**config.mk**
```make
export PLATFORM = sky130hd
export DESIGN_NAME = seg7_display_top
export DESIGN_NICKNAME = d
export VERILOG_FILES = /design/src/design/capture_pkg.sv /design/src/design/seg7_pkg.sv /design/src/design/seg7_display_top.sv /design/src/design/seg7_regs.sv /design/src/design/digit_scanner.sv /design/src/design/display_sequencer.sv /design/src/design/bcd_counter.sv /design/src/design/sample_buffer.sv
export SDC_FILE = /design/constraint.sdc
export NUM_CORES = 1
export LEC_CHECK = 0
export ABC_AREA = 1
export BUFFER_PORTS_ARGS = -buffer_cell sky130_fd_sc_hd__clkbuf_2
export CORE_MARGIN = 2
export CORE_UTILIZATION = 35
export DETAILED_ROUTE_END_ITERATION = 8
export PLACE_DENSITY_LB_ADDON = 0.2
export SLEW_MARGIN = 20
export SYNTH_ARGS = -nofsm -noshare
export SYNTH_HDL_FRONTEND = slang
export SYNTH_SLANG_ARGS = --single-unit
```
**constraint.sdc**
```tcl
create_clock -name clk -period 5.8 [get_ports clk]
set_input_delay 0.29 -clock clk [delete_from_list [all_inputs] [get_ports clk]]
set_output_delay 0.29 -clock clk [all_outputs]
set_load 0.05 [all_outputs]
```
**src/design/capture_pkg.sv**
```systemverilog
`default_nettype none

package capture_pkg;

    // one pair from the upstream processing block
    typedef struct packed {
        logic signed [31:0] x;
        logic signed [31:0] y;
    } sample_pair_t;

    typedef logic signed [15:0] field_t;        // fixed-point slice that gets displayed

    ////////////////////////////////////////////////////////////
    // wishbone classic
    ////////////////////////////////////////////////////////////

    typedef struct packed {
        logic        cyc;
        logic        stb;
        logic        we;
        logic [1:0]  adr;                       // word address
        logic [31:0] dat;                       // write data
    } wb_req_t;

    typedef struct packed {
        logic        ack;
        logic [31:0] dat;                       // read data
    } wb_rsp_t;

    // enable sits in bit 0 of the control word, chan_sel in bit 1
    typedef struct packed {
        logic chan_sel;                         // 0 = x, 1 = y
        logic enable;
    } ctrl_t;

    localparam logic [1:0] reg_ctrl   = 2'd0;
    localparam logic [1:0] reg_dwell  = 2'd1;
    localparam logic [1:0] reg_scan   = 2'd2;
    localparam logic [1:0] reg_status = 2'd3;

endpackage

`default_nettype wire

```
**src/design/seg7_pkg.sv**
```systemverilog
`default_nettype none

package seg7_pkg;

    ////////////////////////////////////////////////////////////
    // display geometry
    ////////////////////////////////////////////////////////////

    localparam int num_digits = 4;
    localparam int unsigned bcd_max = 9999;     // readout saturates here

    // magnitude in BCD, sign kept apart for the d3 decimal point
    typedef struct packed {
        logic       neg;                        // value was negative
        logic [3:0] d3;                         // thousands
        logic [3:0] d2;                         // hundreds
        logic [3:0] d1;                         // tens
        logic [3:0] d0;                         // units
    } bcd_digits_t;

    ////////////////////////////////////////////////////////////
    // segment patterns
    ////////////////////////////////////////////////////////////

    // common anode, active low, bits are dp g f e d c b a
    localparam logic [7:0] seg_code [10] = '{
        8'hC0,                                  // 0
        8'hF9,                                  // 1
        8'hA4,                                  // 2
        8'hB0,                                  // 3
        8'h99,                                  // 4
        8'h92,                                  // 5
        8'h82,                                  // 6
        8'hF8,                                  // 7
        8'h80,                                  // 8
        8'h90                                   // 9
    };

    localparam logic [7:0] seg_blank = 8'hFF;   // all segments dark
    localparam logic [num_digits-1:0] dig_off = '1;

endpackage

`default_nettype wire
```
**src/design/seg7_display_top.sv**
```systemverilog
`default_nettype none

module seg7_display_top
    import seg7_pkg::*;
    import capture_pkg::*;
#(
    parameter int          depth       = 16,
    parameter int          field_shift = 6,
    parameter logic [25:0] dwell_reset = 26'd49_999_999,
    parameter logic [19:0] scan_reset  = 20'd100_000
) (
    input  wire logic         clk,
    input  wire logic         rst_n,
    input  wire logic         sample_valid,
    input  wire sample_pair_t sample,
    input  wire wb_req_t      wb_req,
    output wb_rsp_t           wb_rsp,
    output logic [3:0]        dig,
    output logic [7:0]        seg
);

    localparam int idx_w = $clog2(depth);

    logic             filled;
    logic [idx_w-1:0] rd_idx;
    sample_pair_t     rd_data;
    logic [idx_w-1:0] cur_idx;
    logic             holding;
    bcd_digits_t      shown;
    ctrl_t            ctrl;
    logic [25:0]      dwell_len;
    logic [19:0]      scan_len;

    sample_buffer #(.depth(depth)) u_buf (
        .clk(clk), .rst_n(rst_n),
        .sample_valid(sample_valid), .sample(sample),
        .rd_idx(rd_idx), .rd_data(rd_data), .filled(filled)
    );

    display_sequencer #(.depth(depth), .field_shift(field_shift)) u_seq (
        .clk(clk), .rst_n(rst_n), .filled(filled), .ctrl(ctrl),
        .dwell_len(dwell_len), .rd_idx(rd_idx), .rd_data(rd_data),
        .shown(shown), .holding(holding), .cur_idx(cur_idx)
    );

    digit_scanner u_scan (
        .clk(clk), .rst_n(rst_n), .shown(shown),
        .scan_len(scan_len), .dig(dig), .seg(seg)
    );

    seg7_regs #(.dwell_reset(dwell_reset), .scan_reset(scan_reset)) u_regs (
        .clk(clk), .rst_n(rst_n), .wb_req(wb_req), .wb_rsp(wb_rsp),
        .ctrl(ctrl), .dwell_len(dwell_len), .scan_len(scan_len),
        .filled(filled), .holding(holding), .cur_idx(4'(cur_idx)), .shown(shown)
    );

endmodule

`default_nettype wire

```
**src/design/seg7_regs.sv**
```systemverilog
`default_nettype none

module seg7_regs
    import seg7_pkg::*;
    import capture_pkg::*;
#(
    parameter logic [25:0] dwell_reset = 26'd49_999_999,
    parameter logic [19:0] scan_reset  = 20'd100_000
) (
    input  wire logic        clk,
    input  wire logic        rst_n,
    input  wire wb_req_t     wb_req,
    output wb_rsp_t          wb_rsp,
    output ctrl_t            ctrl,
    output logic [25:0]      dwell_len,
    output logic [19:0]      scan_len,
    input  wire logic        filled,
    input  wire logic        holding,
    input  wire logic [3:0]  cur_idx,
    input  wire bcd_digits_t shown
);

    logic        ack;
    logic [31:0] rd_dat;
    logic        access;
    logic [31:0] status;
    logic [31:0] rd_word;

    // a held stb alternates ack, so each second cycle is a fresh access
    assign access = wb_req.cyc && wb_req.stb && !ack;

    assign status = {shown.d3, shown.d2, shown.d1, shown.d0,
                     7'd0, shown.neg, cur_idx, 2'd0, holding, filled};

    always_comb begin
        case (wb_req.adr)
            reg_ctrl:  rd_word = 32'(ctrl);
            reg_dwell: rd_word = 32'(dwell_len);
            reg_scan:  rd_word = 32'(scan_len);
            default:   rd_word = status;
        endcase
    end

    ////////////////////////////////////////////////////////////
    // bus side
    ////////////////////////////////////////////////////////////

    always_ff @(posedge clk or negedge rst_n) begin
        if (!rst_n) begin
            ack       <= 1'b0;
            ctrl      <= '0;
            dwell_len <= dwell_reset;
            scan_len  <= scan_reset;
        end else begin
            ack <= access;
            if (access && wb_req.we) begin
                case (wb_req.adr)
                    reg_ctrl:  ctrl      <= ctrl_t'(wb_req.dat[1:0]);
                    reg_dwell: dwell_len <= wb_req.dat[25:0];
                    reg_scan:  scan_len  <= wb_req.dat[19:0];
                    default: ;                  // status is read only
                endcase
            end
        end
    end

    always_ff @(posedge clk) begin
        if (access) rd_dat <= rd_word;          // sampled with the ack edge
    end

    assign wb_rsp.ack = ack;
    assign wb_rsp.dat = rd_dat;

endmodule

`default_nettype wire

```
**src/design/digit_scanner.sv**
```systemverilog
`default_nettype none

module digit_scanner
    import seg7_pkg::*;
(
    input  wire logic                  clk,
    input  wire logic                  rst_n,
    input  wire bcd_digits_t           shown,
    input  wire logic [19:0]           scan_len,
    output logic [num_digits-1:0]      dig,
    output logic [7:0]                 seg
);

    localparam int ptr_w = $clog2(num_digits);

    logic [19:0]      scan_cnt;
    logic [ptr_w-1:0] cur;                      // digit being lit
    logic             active;                   // low until the first scan step
    logic [3:0]       val;
    logic [7:0]       code;

    always_ff @(posedge clk or negedge rst_n) begin
        if (!rst_n) begin
            active   <= 1'b0;
            cur      <= '0;
            scan_cnt <= '0;
        end else if (!active) begin
            active   <= 1'b1;                   // d0 comes up first
            scan_cnt <= '0;
        end else if (scan_cnt >= scan_len) begin
            cur      <= cur + 1'b1;             // d0 -> d1 -> d2 -> d3 -> d0
            scan_cnt <= '0;
        end else begin
            scan_cnt <= scan_cnt + 1'b1;
        end
    end

    ////////////////////////////////////////////////////////////
    // segment lookup
    ////////////////////////////////////////////////////////////

    always_comb begin
        case (cur)
            2'd0:    val = shown.d0;
            2'd1:    val = shown.d1;
            2'd2:    val = shown.d2;
            default: val = shown.d3;
        endcase
    end

    always_comb begin
        code = (val <= 4'd9) ? seg_code[val] : seg_blank;
        if (cur == 2'd3 && shown.neg) code[7] = 1'b0;   // sign on leftmost dp
    end

    // dig and seg both follow cur, so they switch together
    assign dig = active ? ~(num_digits'(1) << cur) : dig_off;
    assign seg = active ? code : seg_blank;

    a_one_digit: assert property (
        @(posedge clk) disable iff (!rst_n)
        active |=> active && $onehot(~dig)
    );

endmodule

`default_nettype wire

```
**src/design/display_sequencer.sv**
```systemverilog
`default_nettype none

module display_sequencer
    import seg7_pkg::*;
    import capture_pkg::*;
#(
    parameter int depth       = 16,
    parameter int field_shift = 6
) (
    input  wire logic                     clk,
    input  wire logic                     rst_n,
    input  wire logic                     filled,
    input  wire ctrl_t                    ctrl,
    input  wire logic [25:0]              dwell_len,
    output logic [$clog2(depth)-1:0]      rd_idx,
    input  wire sample_pair_t             rd_data,
    output bcd_digits_t                   shown,
    output logic                          holding,
    output logic [$clog2(depth)-1:0]      cur_idx
);

    localparam int idx_w = $clog2(depth);

    typedef enum logic [1:0] {
        st_idle,
        st_prepare,
        st_convert,
        st_hold
    } state_t;

    state_t             state;
    logic [25:0]        hold_cnt;
    logic signed [31:0] chan;
    field_t             field;
    logic               start;
    logic               done;
    bcd_digits_t        digits;

    ////////////////////////////////////////////////////////////
    // field select and converter
    ////////////////////////////////////////////////////////////

    assign rd_idx  = cur_idx;
    assign chan    = ctrl.chan_sel ? rd_data.y : rd_data.x;
    assign field   = chan[field_shift +: 16];   // fixed-point window
    assign start   = (state == st_prepare);
    assign holding = (state == st_hold);

    bcd_counter u_bcd (
        .clk    (clk),
        .rst_n  (rst_n),
        .start  (start),
        .field  (field),
        .digits (digits),
        .done   (done)
    );

    ////////////////////////////////////////////////////////////
    // walk through the window
    ////////////////////////////////////////////////////////////

    always_ff @(posedge clk or negedge rst_n) begin
        if (!rst_n) begin
            state    <= st_idle;
            hold_cnt <= '0;
            cur_idx  <= '0;
            shown    <= '0;
        end else begin
            case (state)
                st_idle: begin
                    if (filled && ctrl.enable) state <= st_prepare;
                end
                st_prepare: state <= st_convert;        // start fires here
                st_convert: begin
                    if (done) begin
                        shown    <= digits;
                        hold_cnt <= '0;
                        state    <= st_hold;
                    end
                end
                st_hold: begin
                    if (hold_cnt == dwell_len) begin
                        if (cur_idx == idx_w'(depth - 1)) cur_idx <= '0;
                        else cur_idx <= cur_idx + 1'b1;
                        state <= ctrl.enable ? st_prepare : st_idle;
                    end else begin
                        hold_cnt <= hold_cnt + 1'b1;
                    end
                end
                default: state <= st_idle;
            endcase
        end
    end

    // one conversion at a time
    a_no_restart: assert property (
        @(posedge clk) disable iff (!rst_n)
        start |=> (!start until done)
    );

endmodule

`default_nettype wire

```
**src/design/bcd_counter.sv**
```systemverilog
`default_nettype none

module bcd_counter
    import seg7_pkg::*;
    import capture_pkg::*;
(
    input  wire logic   clk,
    input  wire logic   rst_n,
    input  wire logic   start,
    input  wire field_t field,
    output bcd_digits_t digits,
    output logic        done
);

    logic [16:0] mag_full;
    logic [13:0] mag_sat;
    logic [13:0] mag;
    logic [13:0] count;
    logic        busy;

    // |field| needs 17 bits for -32768
    assign mag_full = field[15] ? (17'd0 - {field[15], field}) : {1'b0, field};
    assign mag_sat  = (mag_full > 17'(bcd_max)) ? 14'(bcd_max) : mag_full[13:0];

    always_ff @(posedge clk or negedge rst_n) begin
        if (!rst_n) begin
            busy   <= 1'b0;
            done   <= 1'b0;
            mag    <= '0;
            count  <= '0;
            digits <= '0;
        end else begin
            done <= 1'b0;
            if (start) begin
                busy       <= 1'b1;
                mag        <= mag_sat;
                count      <= '0;
                digits     <= '0;
                digits.neg <= field[15];
            end else if (busy) begin
                if (count == mag) begin
                    busy <= 1'b0;
                    done <= 1'b1;               // digits are final now
                end else begin
                    count <= count + 1'b1;
                    // ripple the decimal carry up through the digits
                    if (digits.d0 != 4'd9) begin
                        digits.d0 <= digits.d0 + 4'd1;
                    end else begin
                        digits.d0 <= 4'd0;
                        if (digits.d1 != 4'd9) begin
                            digits.d1 <= digits.d1 + 4'd1;
                        end else begin
                            digits.d1 <= 4'd0;
                            if (digits.d2 != 4'd9) begin
                                digits.d2 <= digits.d2 + 4'd1;
                            end else begin
                                digits.d2 <= 4'd0;
                                digits.d3 <= digits.d3 + 4'd1;  // capped by bcd_max
                            end
                        end
                    end
                end
            end
        end
    end

    a_bcd_range: assert property (
        @(posedge clk) disable iff (!rst_n)
        digits.d0 <= 4'd9 && digits.d1 <= 4'd9 && digits.d2 <= 4'd9 && digits.d3 <= 4'd9
    );

endmodule

`default_nettype wire

```
**src/design/sample_buffer.sv**
```systemverilog
`default_nettype none

module sample_buffer
    import capture_pkg::*;
#(
    parameter int depth = 16
) (
    input  wire logic                     clk,
    input  wire logic                     rst_n,
    input  wire logic                     sample_valid,
    input  wire sample_pair_t             sample,
    input  wire logic [$clog2(depth)-1:0] rd_idx,
    output sample_pair_t                  rd_data,
    output logic                          filled
);

    localparam int idx_w = $clog2(depth);

    sample_pair_t     mem [depth];
    logic [idx_w-1:0] wr_ptr;
    logic             wr_en;

    assign wr_en = sample_valid && !filled;     // no back-pressure, late pairs dropped

    ////////////////////////////////////////////////////////////
    // write side
    ////////////////////////////////////////////////////////////

    always_ff @(posedge clk or negedge rst_n) begin
        if (!rst_n) begin
            wr_ptr <= '0;
            filled <= 1'b0;
        end else if (wr_en) begin
            if (wr_ptr == idx_w'(depth - 1)) begin
                wr_ptr <= '0;
                filled <= 1'b1;                 // window frozen until reset
            end else begin
                wr_ptr <= wr_ptr + 1'b1;
            end
        end
    end

    always_ff @(posedge clk) begin
        if (wr_en) begin
            mem[wr_ptr] <= sample;
        end
    end

    ////////////////////////////////////////////////////////////
    // read side
    ////////////////////////////////////////////////////////////

    assign rd_data = mem[rd_idx];               // combinational, same cycle

    // once the window is full it stays full and the pointer never moves
    a_frozen: assert property (
        @(posedge clk) disable iff (!rst_n)
        filled |=> filled && $stable(wr_ptr)
    );

endmodule

`default_nettype wire

```
# Word level (Yosys, flattened, before mapping)
# Memories as Yosys holds them, arrays and structs flattened.
# Index checks and enable logic that the tools add are counted.
# totals
ram_bits	1024
n_memories	2
ff_bits	205
romBits	128
out_inout_bits	45
inputBits	104
word_cells	140
# memory_table
memory	words	width	rd	rd_clocked_by_memory_dff	wr	line_no	text
u_buf.mem	16	64	1	0	1	sample_buffer.sv:19	sample_pair_t mem [depth];
(no name shown)	16	8	1	0	0	digit_scanner.sv:52	code = (val <= 4'd9) ? seg_code[val] : seg_blank;
# op_classes
reduce_logical	26
mux	43
bitwise_logic	2
addsub	11
shifts	1
n_lt_le_gt_ge	4
n_eq_ne	23
# op_table
operator	count
32-bit one-hot mux with 3 select lines	1
14-bit two-way mux	4
26-bit two-way mux	2
26-bit one-hot mux with 2 select lines	1
16-bit two-way mux	3
20-bit two-way mux	2
8-bit two-way mux	5
4-bit two-way mux	7
26-bit by 1-bit adder with 26-bit output (second input constant)	1
26-bit == test	1
4-bit by 1-bit adder with 4-bit output (second input constant)	6
22-bit two-way mux	1
20-bit by 1-bit adder with 20-bit output (second input constant)	1
20-bit greater-or-equal comparator	1
17-bit by 14-bit > comparator with 1-bit output (second input constant)	1
17-bit two-way mux	1
1-bit by 16-bit subtractor with 17-bit output (first input constant)	1
2-bit AND reduction	8
14-bit by 1-bit adder with 14-bit output (second input constant)	1
14-bit == test	1
12-bit two-way mux	1
4-bit inequality test (second input constant)	3
4-bit one-hot mux with 3 select lines	1
2-bit == test (second input constant)	5
20 further kinds	51

# Longest topological paths before layout
# logic_depth
ltp_word	9
ltp_mapped	27
ltp_nobuf	23

# Modules after synthesis
# A second synthesis with hierarchy kept.
# hier_totals
cells_unflattened	5844
hier_area_um2	56843.3
# modules_own_cells
module	area_each_um2	seq_area_each_um2	cells_each	n_inst
sample_buffer	44154.8	30874.6	4170	1
display_sequencer	3713.6	1226.2	541	1
seg7_regs	3475.8	2217.1	366	1
bcd_counter	3303.2	1176.1	460	1
digit_scanner	2195.9	575.6	307	1

# Worst setup path before layout
# OpenSTA, ideal clock, no wires.
# synth_path
path_kind	reg2reg
start	register u_regs.ack
end	register u_regs.dwell_len[10]
n_path_buf	1
setup_ns	0.130
path_stages_with_launch	6
period_less_slack_ns	3.116
arrival_ns	2.986
required_time_ns	5.670
path_slack_ns	2.684
cell_sequence	dfrtp_1 nor2_1 nand3_1 clkbuf_1 nand2_1 o21ai_0
# synth_via
elab_chain_cells	4
# synth_lines
element	line_no	text
from (decl)	seg7_regs.sv:23	logic ack;
from (signal assigned)	seg7_regs.sv:55	ack <= access;
1-bit logical NOT	seg7_regs.sv:30	assign access = wb_req.cyc && wb_req.stb && !ack;
1-bit logical AND	seg7_regs.sv:30	
named net u_regs.access	seg7_regs.sv:25	logic access;
1-bit logical AND	seg7_regs.sv:56	if (access && wb_req.we) begin
2-bit AND reduction (no line)	n/a	
to (signal assigned)	seg7_regs.sv:52	dwell_len <= dwell_reset;
to (signal assigned)	seg7_regs.sv:59	reg_dwell: dwell_len <= wb_req.dat[25:0];
to (decl)	seg7_regs.sv:15	output logic [25:0] dwell_len,
# The timed path passes the listed nets, and every way through them passes these cells.
# A chain may end at the register's enable or synchronous reset.

# Worst setup path in the final report
# layout_path
start	register u_seq.cur_idx[0]
end	register u_seq.u_bcd.mag[7]
# layout_via
elab_chain_cells	6
# layout_lines
element	line_no	text
from (decl)	display_sequencer.sv:19	output logic [$clog2(depth)-1:0] cur_idx
from (signal assigned)	display_sequencer.sv:84	else cur_idx <= cur_idx + 1'b1;
memory read 16 x 64 bit (*)	n/a	
22-bit two-way mux (*)	display_sequencer.sv:44	assign chan = ctrl.chan_sel ? rd_data.y : rd_data.x;
1-bit by 16-bit subtractor with 17-bit output	bcd_counter.sv:22	assign mag_full = field[15] ? (17'd0 - {field[15], field}) : {1'b0, field};
17-bit two-way mux (*)	bcd_counter.sv:22	
17-bit by 14-bit > comparator with 1-bit output	bcd_counter.sv:23	assign mag_sat = (mag_full > 17'(bcd_max)) ? 14'(bcd_max) : mag_full[13:0];
14-bit two-way mux (*)	bcd_counter.sv:23	
to (signal assigned)	bcd_counter.sv:36	mag <= mag_sat;
to (decl)	bcd_counter.sv:17	logic [13:0] mag;
# Every way passes the cells marked *; elsewhere a longest branch is shown, timed or not.

==> results.json <==
{
  "min_to": "u_buf.mem[5][18]$_DFFE_PP_",
  "drive_gt1_share_pct": 10.69,
  "portBuffers": 110,
  "final_nets": 3328,
  "worst-path-buf-inv": 1,
  "routed_via_density": 4.899,
  "postLayoutCoreUtil_pct": 40.37,
  "min-delay-start": "sample[18]",
  "cp.depth": 21,
  "critPathCaptureType": "flop",
  "top_level_ports": 149,
  "crit_top_cell": "nand2_1",
  "grt_max_degree": 175,
  "synth_async_sr_flop_share_pct": 24.13,
  "ys_ff_latch": 717,
  "rows": 110,
  "design_area_sq_um": 36390,
  "p_leak_uw": 0.01416,
  "routed_wl_mm": 83.46,
  "cts_tree": "yes",
  "grt_pass1_vias": 21020,
  "grt_pass1_wl_mm": 127.9,
  "syn_inst": 3053,
  "routedWlPerCell_microns": 18.91,
  "via_count": 21618,
  "setup_violations": 0,
  "area_growth_pct": 14.29,
  "post_cts_buffers": 0,
  "htree_num_levels": 3,
  "hold_viol_final": 0,
  "ys_warn_count": 0,
  "synth_nets": 3208,
  "postPlaceCellArea_sq_um": 33570,
  "ys_types": 51,
  "p_int_uw": 9474,
  "slew_violations": 0,
  "r2r-start": "u_seq.cur_idx[0]$_DFFE_PN0P_",
  "max_stage_delay_ns": 0.74,
  "synth_top_area_cell": "edfxtp_1",
  "syn_area_sq_um": 31840,
  "whs_path_depth": 1,
  "tns_ns": 0,
  "drc_errors": 0,
  "synthTopCellsByArea": "edfxtp_1 (51%), dfrtp_1 (12%), nand2_1 (11%)",
  "hpwlAfterDp_mm": 46.13,
  "postRouteAntennaNets": 0,
  "fp.coreArea_sq_um": 90150,
  "yosysMostFrequentCell": "nand2_1",
  "fin_crit_ns": 4.246,
  "grt_overflow": 0,
  "reg2reg_slack_ns": 1.55,
  "r2r-end": "u_seq.u_bcd.mag[7]$_DFFE_PN0P_",
  "start_util_pct": 35.32,
  "clock-sinks": 717,
  "p_clk_share_pct": 34.6,
  "combPwrFrac_pct": 22.8,
  "first_iter_violations": 1632,
  "sw_frac_of_total_pct": 32.64,
  "worstPathArrival_ns": 4.75,
  "seqPwrFrac_pct": 42.6,
  "rsz0062_at_grt": "no",
  "cp_max_fo": 174,
  "switching_power_uw": 4590,
  "yosysSeqAreaShare_pct": 65.00,
  "path_cells": "buf_12 > nand2_1 > nand3_1 > nand3_1 > nand2_1 > nand2_1 > nand3_1 > nand2_1 > ha_1 > nand2_1 > nor2_2 > nand2_1 > nand2_1 > nand2_1 > nand2_1 > nand2_1 > nand2_2 > nor2_2 > nand3_2 > nand3_1 > o21ai_1",
  "outcome": "complete, no violations",
  "fin_crit_sh_pct": 73.21,
  "die_w_microns": 305.6,
  "dieArea_sq_um": 93400,
  "synth_top_area_share_pct": 51.30,
  "tightest_slew_ns": 1.053,
  "synth_flop_cell": "edfxtp_1",
  "synth_common_cells": "nand2_1 (941), edfxtp_1 (544), nand3_1 (457), inv_1 (186), dfrtp_1 (149)",
  "antenna_found_initial": 3,
  "clockBufferDepth": 3,
  "grtUsageTotal_pct": 17.85,
  "ir_drop_mv": 0.3570,
  "crit_required_ns": 6.31,
  "powerDensity_nw_per_um2": 386.5,
  "max-cap-violations": 0,
  "numCtsBuffers": 83,
  "power.total_uw": 14060,
  "critPathLaunchType": "flop",
  "root_buffer": "clkbuf_16",
  "slowest_stage": "dfrtp_4",
  "worst-r2r-cell-count": 21,
  "slew_headroom_pct": 29.79,
  "die_height_microns": 305.6,
  "gp_congestion": 0.7959,
  "synth_edf_count": 544,
  "hp-class": "input port to flop",
  "firstDrtPassIters": 6,
  "avgSynthCellArea_sq_um": 10.43,
  "fin_skew_ns": 0.06548,
  "crit_type": "flop to flop",
  "clkTransAtPathRegs_ns": 0.06,
  "clkLatencyLatePin_ns": 0.67,
  "crit_family": "simple AND/OR/NAND/NOR gates",
  "fmax_mhz": 235.5
}
[cell usage in the layout (no fill, tap or decap), types with 29 or more instances in the layout]
cell and instances:
dfrtp_1 145, nor2_1 116, xnor2_1 30, xor2_1 35, buf_4 37, inv_1 186
nor3_1 45, clkbuf_16 83, nand2_1 941, nand3_1 457, edfxtp_1 544, ha_1 51
a21oi_1 45, clkbuf_2 109, dlygate4sd3_1 29, o21ai_0 117
[how the worst max path moves through the flow]
stage	from	end	slack [ns]
finish	u_seq.cur_idx[0]$_DFFE_PN0P_	u_seq.u_bcd.mag[7]$_DFFE_PN0P_	1.55
CTS	u_seq.cur_idx[2]$_DFFE_PN0P_	u_seq.u_bcd.mag[3]$_DFFE_PN0P_	1.62
floorplan	u_regs.ack$_DFF_PN0_	u_regs.dwell_len[10]$_DFFE_PN0P_	2.68
detailed placement	u_seq.cur_idx[2]$_DFFE_PN0P_	u_seq.u_bcd.mag[8]$_DFFE_PN0P_	1.65
global placement	u_seq.cur_idx[2]$_DFFE_PN0P_	u_seq.u_bcd.mag[13]$_DFFE_PN0P_	1.68
global route	u_seq.cur_idx[0]$_DFFE_PN0P_	u_seq.u_bcd.mag[7]$_DFFE_PN0P_	1.27
[flip-flops by register name, summed over array words and instances, names as in the netlist, 17 cells and up]
name and cells:
u_regs.dwell_len 26, u_seq.u_bcd.digits 17, u_regs.scan_len 20, u_scan.scan_cnt 20, u_buf.mem 512, u_seq.shown 17
u_seq.hold_cnt 26, u_regs.rd_dat 32
[repair_timing]
action,CTS,global route
endpoints found under the setup margin,0,0
hold buffers,29,0
gates resized for setup,0,0
hold endpoints to repair,103,0
[cells by family after synthesis]
family                     Yosys count  synth area share (%)
muxes                                6                0.2122
buffers and inverters              338                 4.857
adders and majority gates           51                 2.004
and+or+nand+nor                   1644                 21.99
DFF                                717                 65.00
xor gates and xnor gates            65                 1.788
other                                1               0.01178
AOI/OAI and AO/OA                  231                 4.138
[power groups by stage]
stage / combinational, uW / sequential [uW] / clock, uW
final: 3210 / 5990 / 4860
after detailed placement: 3220 / 6090 / 0
after CTS: 3250 / 5990 / 4990
after floorplan: 2450 / 6040 / 0
after global placement: 3200 / 6090 / 0
after global routing: 3670 / 6020 / 5190
[final cells by class]
class / instances / area (sq um)
Multi-Input combinational cell: 1998 / 9727
Clock buffer: 106 / 2183
Timing Repair Buffer: 181 / 1227
Inverter: 192 / 732.0
Tap cell: 1176 / 1471
Fill cell: 8641 / 53760
Sequential cell: 717 / 20710
Clock inverter: 42 / 339.1
Antenna cell: 1 / 2.502
[routing by layer]
metal | GRT usage, % | part of all wire, % | vias to the layer above
li1 | - | - | 10667
met1 | 24.31 | 46 | 10301
met2 | 29.57 | 47 | 515
met3 | 2.808 | 4.7 | 129
met4 | 4.972 | 2.3 | 6
met5 | 0 | 0.053 | -
[stage by stage]
stage	setup WS, ns	instances	hold slack (ns)
2_1_floorplan	2.684	3053	-0.005591
3_3_place_gp	1.676	4235	0.2902
3_5_place_dp	1.645	4235	0.2913
4_1_cts	1.625	4412	0.002929
5_1_grt	1.265	4412	0.05487
6_report	1.554	4413	0.03476
Note: power is estimated with default switching activity, not from simulation.
